<file path="src/div_pkg.sv">
`default_nettype none

package div_pkg;

  localparam int DEFAULT_WIDTH = 32;

  // bit positions inside the op code
  localparam int OP_UNSIGNED_BIT = 0;
  localparam int OP_REM_BIT = 1;

  typedef enum logic [1:0] {
    OP_DIV  = 2'b00, // signed quotient
    OP_DIVU = 2'b01,
    OP_REM  = 2'b10, // signed remainder
    OP_REMU = 2'b11
  } div_op_t;

endpackage

`default_nettype wire

</file>
<file path="src/div_operands_if.sv">
`default_nettype none

// prepare -> kernel, fields valid only while start is high
interface div_operands_if
  import div_pkg::*;
#(
  parameter int WIDTH = DEFAULT_WIDTH
) ();

  logic             start;
  logic             by_zero;
  logic             overflow;
  logic [WIDTH-1:0] dividend; // magnitude, or raw on special case
  logic [WIDTH-1:0] divisor;
  logic             neg_q;
  logic             neg_r;
  logic             want_rem;

  modport prep (
    output start, by_zero, overflow, dividend, divisor, neg_q, neg_r, want_rem
  );

  modport kernel (
    input start, by_zero, overflow, dividend, divisor, neg_q, neg_r, want_rem
  );

endinterface

`default_nettype wire

</file>
<file path="src/div_raw_if.sv">
`default_nettype none

// kernel -> fix, fields valid only while ready is high
interface div_raw_if
  import div_pkg::*;
#(
  parameter int WIDTH = DEFAULT_WIDTH
) ();

  logic             ready;
  logic [WIDTH-1:0] quotient;  // unsigned
  logic [WIDTH-1:0] remainder; // unsigned
  logic             neg_q;
  logic             neg_r;
  logic             want_rem;
  logic             by_zero;
  logic             overflow;

  modport kernel (
    output ready, quotient, remainder, neg_q, neg_r, want_rem, by_zero, overflow
  );

  modport fix (
    input ready, quotient, remainder, neg_q, neg_r, want_rem, by_zero, overflow
  );

endinterface

`default_nettype wire

</file>
<file path="src/div_fix.sv">
`default_nettype none

module div_fix
  import div_pkg::*;
#(
  parameter int WIDTH = DEFAULT_WIDTH
) (
  input  logic             clk,
  input  logic             rst_n,
  div_raw_if.fix           raw,
  output logic [WIDTH-1:0] result_o,
  output logic             done_o,
  output logic             div_by_zero_o,
  output logic             div_overflow_o
);

  logic [WIDTH-1:0] quo_fixed;
  logic [WIDTH-1:0] rem_fixed;

  // sign restore
  assign quo_fixed = raw.neg_q ? -raw.quotient : raw.quotient;
  assign rem_fixed = raw.neg_r ? -raw.remainder : raw.remainder;

  always_ff @(posedge clk) begin
    if (!rst_n) begin
      result_o       <= '0;
      done_o         <= 1'b0;
      div_by_zero_o  <= 1'b0;
      div_overflow_o <= 1'b0;
    end else begin
      // flags only pulse with done
      done_o         <= raw.ready;
      div_by_zero_o  <= raw.ready && raw.by_zero;
      div_overflow_o <= raw.ready && raw.overflow;
      if (raw.ready) begin
        result_o <= raw.want_rem ? rem_fixed : quo_fixed; // held until next done
      end
    end
  end

endmodule

`default_nettype wire

</file>
<file path="src/div_kernel.sv">
`default_nettype none

module div_kernel
  import div_pkg::*;
#(
  parameter int WIDTH = DEFAULT_WIDTH
) (
  input  logic           clk,
  input  logic           rst_n,
  div_operands_if.kernel ops,
  div_raw_if.kernel      raw
);

  localparam int CNT_W = $clog2(WIDTH);

  logic             running_q;
  logic             ready_q;
  logic [CNT_W-1:0] count_q;
  logic             last_iter;
  logic             special;

  logic [WIDTH:0]   rem_q;   // partial remainder, one bit extra
  logic [WIDTH-1:0] quo_q;   // dividend bits out, quotient bits in
  logic [WIDTH-1:0] divisor_q;
  logic             neg_q_q;
  logic             neg_r_q;
  logic             want_rem_q;
  logic             by_zero_q;
  logic             overflow_q;

  logic [WIDTH:0]   shifted;
  logic [WIDTH:0]   trial;

  assign special = ops.by_zero || ops.overflow;
  assign last_iter = (count_q == CNT_W'(WIDTH - 1));

  // bring in next dividend bit, then trial subtract
  assign shifted = {rem_q[WIDTH-1:0], quo_q[WIDTH-1]};
  assign trial = shifted - {1'b0, divisor_q};
  // trial[WIDTH] set means the difference went negative

  always_ff @(posedge clk) begin
    if (!rst_n) begin
      running_q <= 1'b0;
      ready_q   <= 1'b0;
      count_q   <= '0;
    end else begin
      ready_q <= 1'b0;
      if (ops.start) begin
        running_q <= !special;
        ready_q   <= special; // special cases skip iterations
        count_q   <= '0;
      end else if (running_q) begin
        count_q <= count_q + 1'b1;
        if (last_iter) begin
          running_q <= 1'b0;
          ready_q   <= 1'b1;
        end
      end
    end
  end

  always_ff @(posedge clk) begin
    if (ops.start) begin
      divisor_q  <= ops.divisor;
      neg_q_q    <= ops.neg_q;
      neg_r_q    <= ops.neg_r;
      want_rem_q <= ops.want_rem;
      by_zero_q  <= ops.by_zero;
      overflow_q <= ops.overflow;
      if (ops.by_zero) begin
        quo_q <= '1;
        rem_q <= {1'b0, ops.dividend};
      end else begin
        // also the overflow result: q = dividend, r = 0
        quo_q <= ops.dividend;
        rem_q <= '0;
      end
    end else if (running_q) begin
      quo_q <= {quo_q[WIDTH-2:0], ~trial[WIDTH]};
      rem_q <= trial[WIDTH] ? shifted : trial; // restore on negative
    end
  end

  assign raw.ready     = ready_q;
  assign raw.quotient  = quo_q;
  assign raw.remainder = rem_q[WIDTH-1:0];
  assign raw.neg_q     = neg_q_q;
  assign raw.neg_r     = neg_r_q;
  assign raw.want_rem  = want_rem_q;
  assign raw.by_zero   = by_zero_q;
  assign raw.overflow  = overflow_q;

endmodule

`default_nettype wire

</file>
<file path="src/div_prepare.sv">
`default_nettype none

module div_prepare
  import div_pkg::*;
#(
  parameter int WIDTH = DEFAULT_WIDTH
) (
  input  logic               clk,
  input  logic               rst_n,
  input  logic               valid_i,
  input  div_op_t            op_i,
  input  logic [WIDTH-1:0]   dividend_i,
  input  logic [WIDTH-1:0]   divisor_i,
  input  logic               done_i,
  div_operands_if.prep       ops
);

  localparam logic [WIDTH-1:0] MOST_NEG = {1'b1, {(WIDTH-1){1'b0}}};

  logic             busy_q;
  logic             accept;
  logic             is_signed;
  logic             dvd_neg;
  logic             dvs_neg;
  logic [WIDTH-1:0] dvd_mag;
  logic [WIDTH-1:0] dvs_mag;
  logic             by_zero;
  logic             overflow;

  assign accept = valid_i && !busy_q; // requests while busy are dropped

  assign is_signed = !op_i[OP_UNSIGNED_BIT];
  assign dvd_neg = is_signed && dividend_i[WIDTH-1];
  assign dvs_neg = is_signed && divisor_i[WIDTH-1];

  assign dvd_mag = dvd_neg ? -dividend_i : dividend_i;
  assign dvs_mag = dvs_neg ? -divisor_i : divisor_i;

  assign by_zero = (divisor_i == '0);
  // MIN / -1 does not fit
  assign overflow = is_signed && (dividend_i == MOST_NEG) && (divisor_i == '1);

  // busy from acceptance until the done cycle
  always_ff @(posedge clk) begin
    if (!rst_n) begin
      busy_q    <= 1'b0;
      ops.start <= 1'b0;
    end else begin
      ops.start <= accept;
      if (accept) begin
        busy_q <= 1'b1;
      end else if (done_i) begin
        busy_q <= 1'b0;
      end
    end
  end

  always_ff @(posedge clk) begin
    if (accept) begin
      ops.by_zero  <= by_zero;
      ops.overflow <= overflow;
      ops.divisor  <= dvs_mag;
      ops.want_rem <= op_i[OP_REM_BIT];
      if (by_zero || overflow) begin
        ops.dividend <= dividend_i; // kernel forwards it as is
        ops.neg_q    <= 1'b0;
        ops.neg_r    <= 1'b0;
      end else begin
        ops.dividend <= dvd_mag;
        ops.neg_q    <= dvd_neg ^ dvs_neg;
        ops.neg_r    <= dvd_neg;
      end
    end
  end

endmodule

`default_nettype wire

</file>
<file path="src/div_unit.sv">
`default_nettype none

module div_unit
  import div_pkg::*;
#(
  parameter int WIDTH = DEFAULT_WIDTH
) (
  input  logic             clk,
  input  logic             rst_n,
  input  logic             valid_i,
  input  div_op_t          op_i,
  input  logic [WIDTH-1:0] dividend_i,
  input  logic [WIDTH-1:0] divisor_i,
  output logic [WIDTH-1:0] result_o,
  output logic             done_o,
  output logic             div_by_zero_o,
  output logic             div_overflow_o
);

  div_operands_if #(.WIDTH(WIDTH)) ops_if ();
  div_raw_if #(.WIDTH(WIDTH)) raw_if ();

  div_prepare #(
    .WIDTH(WIDTH)
  ) u_prepare (
    .clk        (clk),
    .rst_n      (rst_n),
    .valid_i    (valid_i),
    .op_i       (op_i),
    .dividend_i (dividend_i),
    .divisor_i  (divisor_i),
    .done_i     (done_o), // ends the busy period
    .ops        (ops_if.prep)
  );

  div_kernel #(
    .WIDTH(WIDTH)
  ) u_kernel (
    .clk   (clk),
    .rst_n (rst_n),
    .ops   (ops_if.kernel),
    .raw   (raw_if.kernel)
  );

  div_fix #(
    .WIDTH(WIDTH)
  ) u_fix (
    .clk            (clk),
    .rst_n          (rst_n),
    .raw            (raw_if.fix),
    .result_o       (result_o),
    .done_o         (done_o),
    .div_by_zero_o  (div_by_zero_o),
    .div_overflow_o (div_overflow_o)
  );

endmodule

`default_nettype wire

</file>
<file path="config.mk">
export PLATFORM = sky130hd
export DESIGN_NAME = div_unit
export DESIGN_NICKNAME = d
export VERILOG_FILES = /design/src/div_pkg.sv /design/src/div_operands_if.sv /design/src/div_raw_if.sv /design/src/div_fix.sv /design/src/div_kernel.sv /design/src/div_prepare.sv /design/src/div_unit.sv
export SDC_FILE = /design/constraint.sdc
export NUM_CORES = 1
export LEC_CHECK = 0
export BUFFER_PORTS_ARGS = -buffer_cell sky130_fd_sc_hd__buf_2
export CORE_MARGIN = 1
export CORE_UTILIZATION = 30
export CTS_BUF_LIST = sky130_fd_sc_hd__clkbuf_4
export DETAILED_ROUTE_END_ITERATION = 8
export REMOVE_ABC_BUFFERS = 1
export SLEW_MARGIN = 20
export SYNTH_ARGS = -nofsm -noshare
export SYNTH_HDL_FRONTEND = slang
export SYNTH_SLANG_ARGS = --single-unit
</file>
<file path="constraint.sdc">
create_clock -name clk -period 9.1 [get_ports clk]
set_input_delay 1.365 -clock clk [delete_from_list [all_inputs] [get_ports clk]]
set_output_delay 1.365 -clock clk [all_outputs]
set_load 0.01 [all_outputs]
</file>
==> results.md, run 1 <==
* Status: finished clean
* Routed length per instance at roughly 17 µm
* Met3 wire len at 1.610 mm
* Clock Power Share at roughly a third
* DR pass1 iterations at 5
* Clock transition at the registers of the reported paths at 0.07 ns
* Synth Instances at roughly 1,200
* Initial antenna violation count at 1
* Slowest stage delay, CP at about 0.6 ns
* Main synth FF type: edfxtp_1
* Starting Density at between 30% and 40%
* # setup viols final at 0
* Syn Area/Cell at approximately 10 µm²
* Worst Path Buf+Inv at 2
* Num ports at 104
* Area growth syn-to-layout at 13.74%
* P_leak at between 5 and 6 nW
* First-pass GRT wire length at 50.18 mm
* Cells resized by post-CTS repair at 0
* DIE WIDTH at around 210 µm
* RePlAce Congestion at 0.8736
* Vias at approximately 9,500
* Core ar. at roughly 41,000 µm²
* Hold Crit Start: u_prepare.ops.neg_q
* Die ar. at around 43,000 µm²
* Reg2reg end: u_kernel.rem_q[13]
* Tot Pwr at about 2.6 mW
* Slew headroom at 28.65%
* Net load switching power at about 0.73 mW
* Hold crit path type: register to register
* Reg2reg start: u_kernel.raw.quotient[31]
* Port buffer count at a little over 100
* Period utilization at ~46%
* Hold Fails Final Rpt at 0
* Slowest CP cell: a211oi_1
* Die boundary height at slightly above 200 µm
* Area share of the largest cell type after synthesis at between 40% and 50%
* Share of layout cells above drive strength 1 at between 10% and 20%
* Post-synth top area cell: edfxtp_1
* Synth top cells by count: 170 x edfxtp_1, 102 x nand2_1, 95 x o21ai_0
* FF+latch count, synth at between 200 and 250
* Top Metal Used: met4
* Post-Syn Area at roughly 13,000 µm²
* Most common cell in the netlist: edfxtp_1
* R2R setup slack at roughly 5 ns
* Setup TNS at 0 ns
* Fillers at 4,167
* Fmax at around 240 MHz
* Worst-Margin Slew at roughly 1.1 ns
* Post-CTS setup repair buffer count at 0
* Synth area leaders: edfxtp_1 40%, dfxtp_1 7.0%, xor2_1 5.4%
* Switching Share at 28.73%
* DP Wirelength at around 24 mm
* Hold_buf cts at 0
* # DRC at 0
* GR Overflow Total at 0
* Ys async rst share at 0%
* DR iter-0 viols at just under 600
* Path depth of the worst reg2reg path at 13
* Min Tclk post-route at between 4 and 5 ns
* Register share of total power at a little under half
* Max IR drop VDD at just under 0.07 mV
* Number of synthesized flops with an enable pin at 170
* Min-Delay Path Depth at 0
* Worst path cell trace: inv_1 -> ha_1 -> fa_1 -> nand2b_1 -> a21o_1 -> a211o_1 -> a211oi_1 -> o41ai_1 -> nor3_2 -> buf_4 -> mux2_2 -> nor2_1 -> a21oi_1
* Pin count of the biggest net entering global routing at 95
* CP required at 9.50 ns
* Root Buffer: clkbuf_4
* Startpoint types: register
* Worst Hold End: u_kernel.raw.neg_q
* Critical path endpoint category: register
* Total GRT Usage at 14.67%
* Clk_skew at 0.05076 ns
* CP max FO at 30
* Clock sinks at 214
* Met2 wire length at between 10 and 15 mm
* Number of nets in the layout at between 1,000 and 1,500
* Clock latency at the later pin of the worst-skew pair at about 0.73 ns
* M1 WL at around 15 mm
* Rows at between 70 and 80
* Vias per Instance at 4.940
* Detail Route Antenna Nets at 0
* Critical Path Stages at 13
* CTS tree: built
* H-tree depth at 2
* Post-synth cell types at a little over 70
* PwrDens at approximately 180 nW/µm²
* Seq/Total Area, Yosys at a little under half
* Family with the most delay on the worst path: compound AO/OA/AOI/OAI gates
* RSZ-0062 raised after global routing: no
* Vias in the first global route at ~9,200
* Final wirelength at ~32 mm
* CTS max path bufs at 3
* Crit path DAT at around 4.6 ns
* CTS buffer count at 56
* Max-slew violations at 0
* YS warnings at 0
* P_int at roughly 1.8 mW
* Critical path class: register to register
* Combinational share of power at between 15 and 20%
* Hold_ws at about 0.41 ns
* Max Cap Viol at 0
[worst max-delay path by stage]
stage / startpoint / slack [ns] / end
after detailed placement: dividend_i[7] / 4.37 / u_prepare.ops.dividend[16]
after global placement: dividend_i[7] / 4.40 / u_prepare.ops.dividend[10]
final: u_kernel.raw.quotient[31] / 4.89 / u_kernel.rem_q[13]
after CTS: u_kernel.raw.quotient[31] / 4.84 / u_kernel.rem_q[13]
after floorplan: u_kernel.raw.quotient[31] / 3.45 / u_kernel.rem_q[13]
after global routing: u_kernel.raw.quotient[31] / 4.56 / u_kernel.rem_q[26]
[per-layer routing]
layer  up-vias  track usage, %
met5         -               0
li1       4767               -
met2       248           22.87
met4         0           5.893
met1      4397           20.15
met3        63           2.532
[power groups by stage]
stage / Clock, mW / Sequential, mW / Combinational [mW]
3_5_place_dp: 0 / 1.23 / 0.457
6_report: 0.879 / 1.22 / 0.459
3_3_place_gp: 0 / 1.23 / 0.449
4_1_cts: 0.910 / 1.21 / 0.459
2_1_floorplan: 0 / 1.21 / 0.328
5_1_grt: 0.957 / 1.22 / 0.512
[cells by family after synthesis]
logic type	synth area share [%]
AND/OR/NAND/NOR	14.69
AO/OA/AOI/OAI	15.69
flip-flops	47.39
XOR/XNOR	10.33
buffers and inverters	3.883
multiplexers	3.992
adder cells (fa/ha/maj)	4.022
[cells in the final DEF, fill, tap and decap left out, types with 42 or more instances in the layout]
cell type  count
o21ai_0       95
clkbuf_4      85
xor2_1        78
nor2_1        70
edfxtp_1     170
dfxtp_1       42
nand2_1      102
mux2i_1       47
xnor2_1       71
buf_2        103
inv_1         58
a21oi_1       71
[stage by stage]
| step | setup slack, ns | instance area, µm² | utilization [%] | cells |
|---|---|---|---|---|
| floorplan | 3.449 | 12370 | - | 1178 |
| global placement | 4.399 | 13610 | 33.04 | 1819 |
| detailed placement | 4.369 | 13610 | 33.04 | 1819 |
| CTS | 4.836 | 14360 | 34.86 | 1917 |
| global route | 4.557 | 14370 | 34.87 | 1918 |
| finish | 4.887 | 14370 | 34.87 | 1918 |
[cell type report]
class / count / area (µm²) / area share [%]
Tap cell: 532 / 665.6 / 4.633
Clock inverter: 13 / 113.9 / 0.7925
Clock buffer: 85 / 638.1 / 4.442
Sequential cell: 214 / 5991 / 41.70
Antenna cell: 1 / 2.502 / 0.01742
Multi-Input combinational cell: 904 / 6170 / 42.95
Inverter: 60 / 225.2 / 1.568
Timing Repair Buffer: 109 / 560.5 / 3.902
[flip-flops by register name, summed over array words and instances (netlist names), 5 cells and up]
signal	count
u_prepare.ops.dividend	32
u_prepare.ops.divisor	32
u_kernel.divisor_q	32
u_kernel.raw.quotient	32
u_kernel.count_q	5
u_fix.result_o	32
u_kernel.rem_q	32
[worst register-to-register path, stage by stage (launching register included)]
cell,delay (ns)
edfxtp_1,0.44
inv_1,0.09
ha_1,0.23
fa_1,0.40
nand2b_1,0.18
a21o_1,0.20
a211o_1,0.30
a211oi_1,0.60
o41ai_1,0.22
nor3_2,0.28
buf_4,0.42
mux2_2,0.40
nor2_1,0.08
a21oi_1,0.05
Power figures use the tool's default switching activity.
==> run 2, diff against run 1 <==
Clock period 9.1 ns to 3.6 ns, I/O delays scaled along.
==> run 2 against run 1 <==
Effect of this change:
- via count up 3.2%
- total power grew to 2.6 times the previous value
- utilization rose by 1.3 points
==> results.md, run 2 (synthesized netlist as in run 1, its figures left out) <==
* Status: finished clean
* Root Buffer: clkbuf_4
* Tot Pwr at 6.717 mW (+160%)
* Pre-CTS setup slack at -0.07088 ns (-4.440 ns)
* Min Tclk post-route at 3.512 ns (-0.7010 ns)
* Port buffer count at 103 (unchanged)
* # setup viols final at 0 (unchanged)
* Slowest CP cell: edfxtp_1
* Max Cap Viol at 0 (unchanged)
* Startpoint types: register
* Net load switching power at 1.933 mW (+160%)
* Hold crit path type: input port to register
* Routed length per instance at 16.82 µm (+1.5%)
* Clock transition at the registers of the reported paths at 0.08 ns (about the same)
* Vias at 9,774 (+3.2%)
* CTS buffer count at 57 (+1.8%)
* Period utilization at 97.55% (+51 points)
* Final instance area at 14,910 µm² (+3.8%)
* Dpl cells at 1,851 (+1.8%)
* Fmax at 284.8 MHz (+20%)
* Crit path DAT at 3.93 ns (-0.69 ns)
* Core ar. at 41,200 µm² (unchanged)
* Num ports at 104 (unchanged)
* CTS max path bufs at 3 (unchanged)
* Rows at 74 (unchanged)
* Fin cells at 1,971 (+2.8%)
* Clock sinks at 214 (unchanged)
* Clk_skew at 0.06116 ns (+0.01040 ns)
* Register share of total power at 45.5% (-2.1 points)
* P_leak at 5.737 nW (+5.5%)
* DIE WIDTH at 207.2 µm (unchanged)
* DP Wirelength at 24.98 mm (+4.2%)
* Most frequent cell on the critical path: buf_6
* Setup TNS at 0 ns (unchanged)
* PnR worst setup slack at 0.08817 ns (-4.799 ns)
* DR pass1 iterations at 5 (unchanged)
* # DRC at 0 (unchanged)
* Final wirelength at 33.15 mm (+4.3%)
* Slew headroom at 31.78% (+3.1 points)
* Slowest stage delay, CP at 0.40 ns (-0.20 ns)
* Pin count of the biggest net entering global routing at 60 (-37%)
* Vias in the first global route at 9,229 (+0.82%)
* Area after DPL at 13,890 µm² (+2.0%)
* PwrDens at 450.5 nW/µm² (+150%)
* Clock Power Share at 34.3% (about the same)
* DR iter-0 viols at 466 (-22%)
* Worst-Margin Slew at 1.023 ns (-0.04691 ns)
* Worst path cell trace: inv_1 -> ha_2 -> fa_2 -> nand2b_4 -> a21o_1 -> a211o_1 -> a211oi_4 -> buf_6 -> o21a_1 -> nor3_4 -> buf_12 -> buf_6 -> buf_4 -> mux2i_1 -> o21ai_0
* CP required at 4.02 ns (-5.48 ns)
* H-tree depth at 2 (unchanged)
* Combinational share of power at 20.1% (+2.1 points)
* Hold Fails Final Rpt at 0 (unchanged)
* Critical path endpoint category: register
* Most frequent cells in the layout: 170 x edfxtp_1, 103 x buf_2, 102 x nand2_1
* GR Overflow Total at 0 (unchanged)
* Vias per Instance at 4.959 (+0.38%)
* Clock latency at the later pin of the worst-skew pair at 0.73 ns (about the same)
* Total GRT Usage at 14.90% (+0.23 points)
* Max IR drop VDD at 0.1795 mV (+170%)
* Share of layout cells above drive strength 1 at 19.40% (+3.0 points)
* Number of nets in the layout at 1,501 (+3.2%)
* RePlAce Congestion at 0.8627 (-1.2%)
* Die ar. at 42,930 µm² (unchanged)
* First-pass GRT wire length at 50.74 mm (+1.1%)
* Starting Density at 30.66% (unchanged)
* P_int at 4.783 mW (+160%)
* Die boundary height at 207.2 µm (unchanged)
* CP max FO at 5 (-83%)
* Final core utilization at 36.19% (+1.3 points)
* Family with the most delay on the worst path: compound AO/OA/AOI/OAI gates
* Most common cell after layout, fill and taps aside: edfxtp_1
* CTS tree: built
* Hold_ws at 0.06632 ns (-0.3472 ns)
* Critical path class: register to register
* Worst Path Buf+Inv at 5 (+3)
* Max-slew violations at 0 (unchanged)
* Area growth syn-to-layout at 18.04%
* Switching Share at 28.78% (+0.053 points)
* Detail Route Antenna Nets at 0 (unchanged)
* Initial antenna violation count at 1 (unchanged)
[run 2: cell count changes in the layout (fill, tap and decap cells not counted), moves of 2 or more]
cell,before,now
buf_8,0,2
clkinv_1,8,15
clkinv_4,2,0
buf_4,6,42
buf_6,0,2
clkbuf_16,0,2
nand2b_1,21,19
buf_12,0,3
[run 2: worst paths after layout]
kind | from | endpoint | slack (ns) | cells after the start
max | u_kernel.raw.quotient[31] | u_kernel.rem_q[2] | 0.09 | 15
min | valid_i | u_prepare.busy_q | 0.07 | 2
max reg2reg | u_kernel.raw.quotient[31] | u_kernel.rem_q[2] | 0.09 | 15
min reg2reg | u_prepare.ops.want_rem | u_kernel.raw.want_rem | 0.40 | 0
[run 2: layout make-up]
class,count,area (µm²)
Clock inverter,21,161.4
Fill cell,4118,26290
Antenna cell,1,2.502
Timing Repair Buffer,155,1003
Multi-Input combinational cell,904,6230
Tap cell,532,665.6
Inverter,60,225.2
Clock buffer,84,630.6
Sequential cell,214,5991
[run 2: per-layer routing]
layer  vias up  part of all wire (%)  track usage (%)
met1      4596                    48            20.46
met3        56                   4.7            2.426
met2       255                    44            23.22
met5         -                     0                0
li1       4867                     -                -
met4         0                   3.2            6.253
[run 2: power by group through the flow]
| stage | Clock [mW] | Sequential [mW] | Combinational, mW |
|---|---|---|---|
| after detailed placement | 0 | 3.11 | 1.24 |
| after global routing | 2.50 | 3.07 | 1.48 |
| after CTS | 2.38 | 3.06 | 1.24 |
| after floorplan | 0 | 3.06 | 0.830 |
| after global placement | 0 | 3.11 | 1.22 |
| final | 2.31 | 3.06 | 1.35 |
[run 2: what timing repair did]
action / CTS / global route
hold endpoints to repair: 1 / 0
resized for setup: 1 / 13
hold buffers: 1 / 0
pin swaps: 0 / 4
setup endpoints to repair: 14 / 17
cloned: 0 / 2
setup buffers: 0 / 10
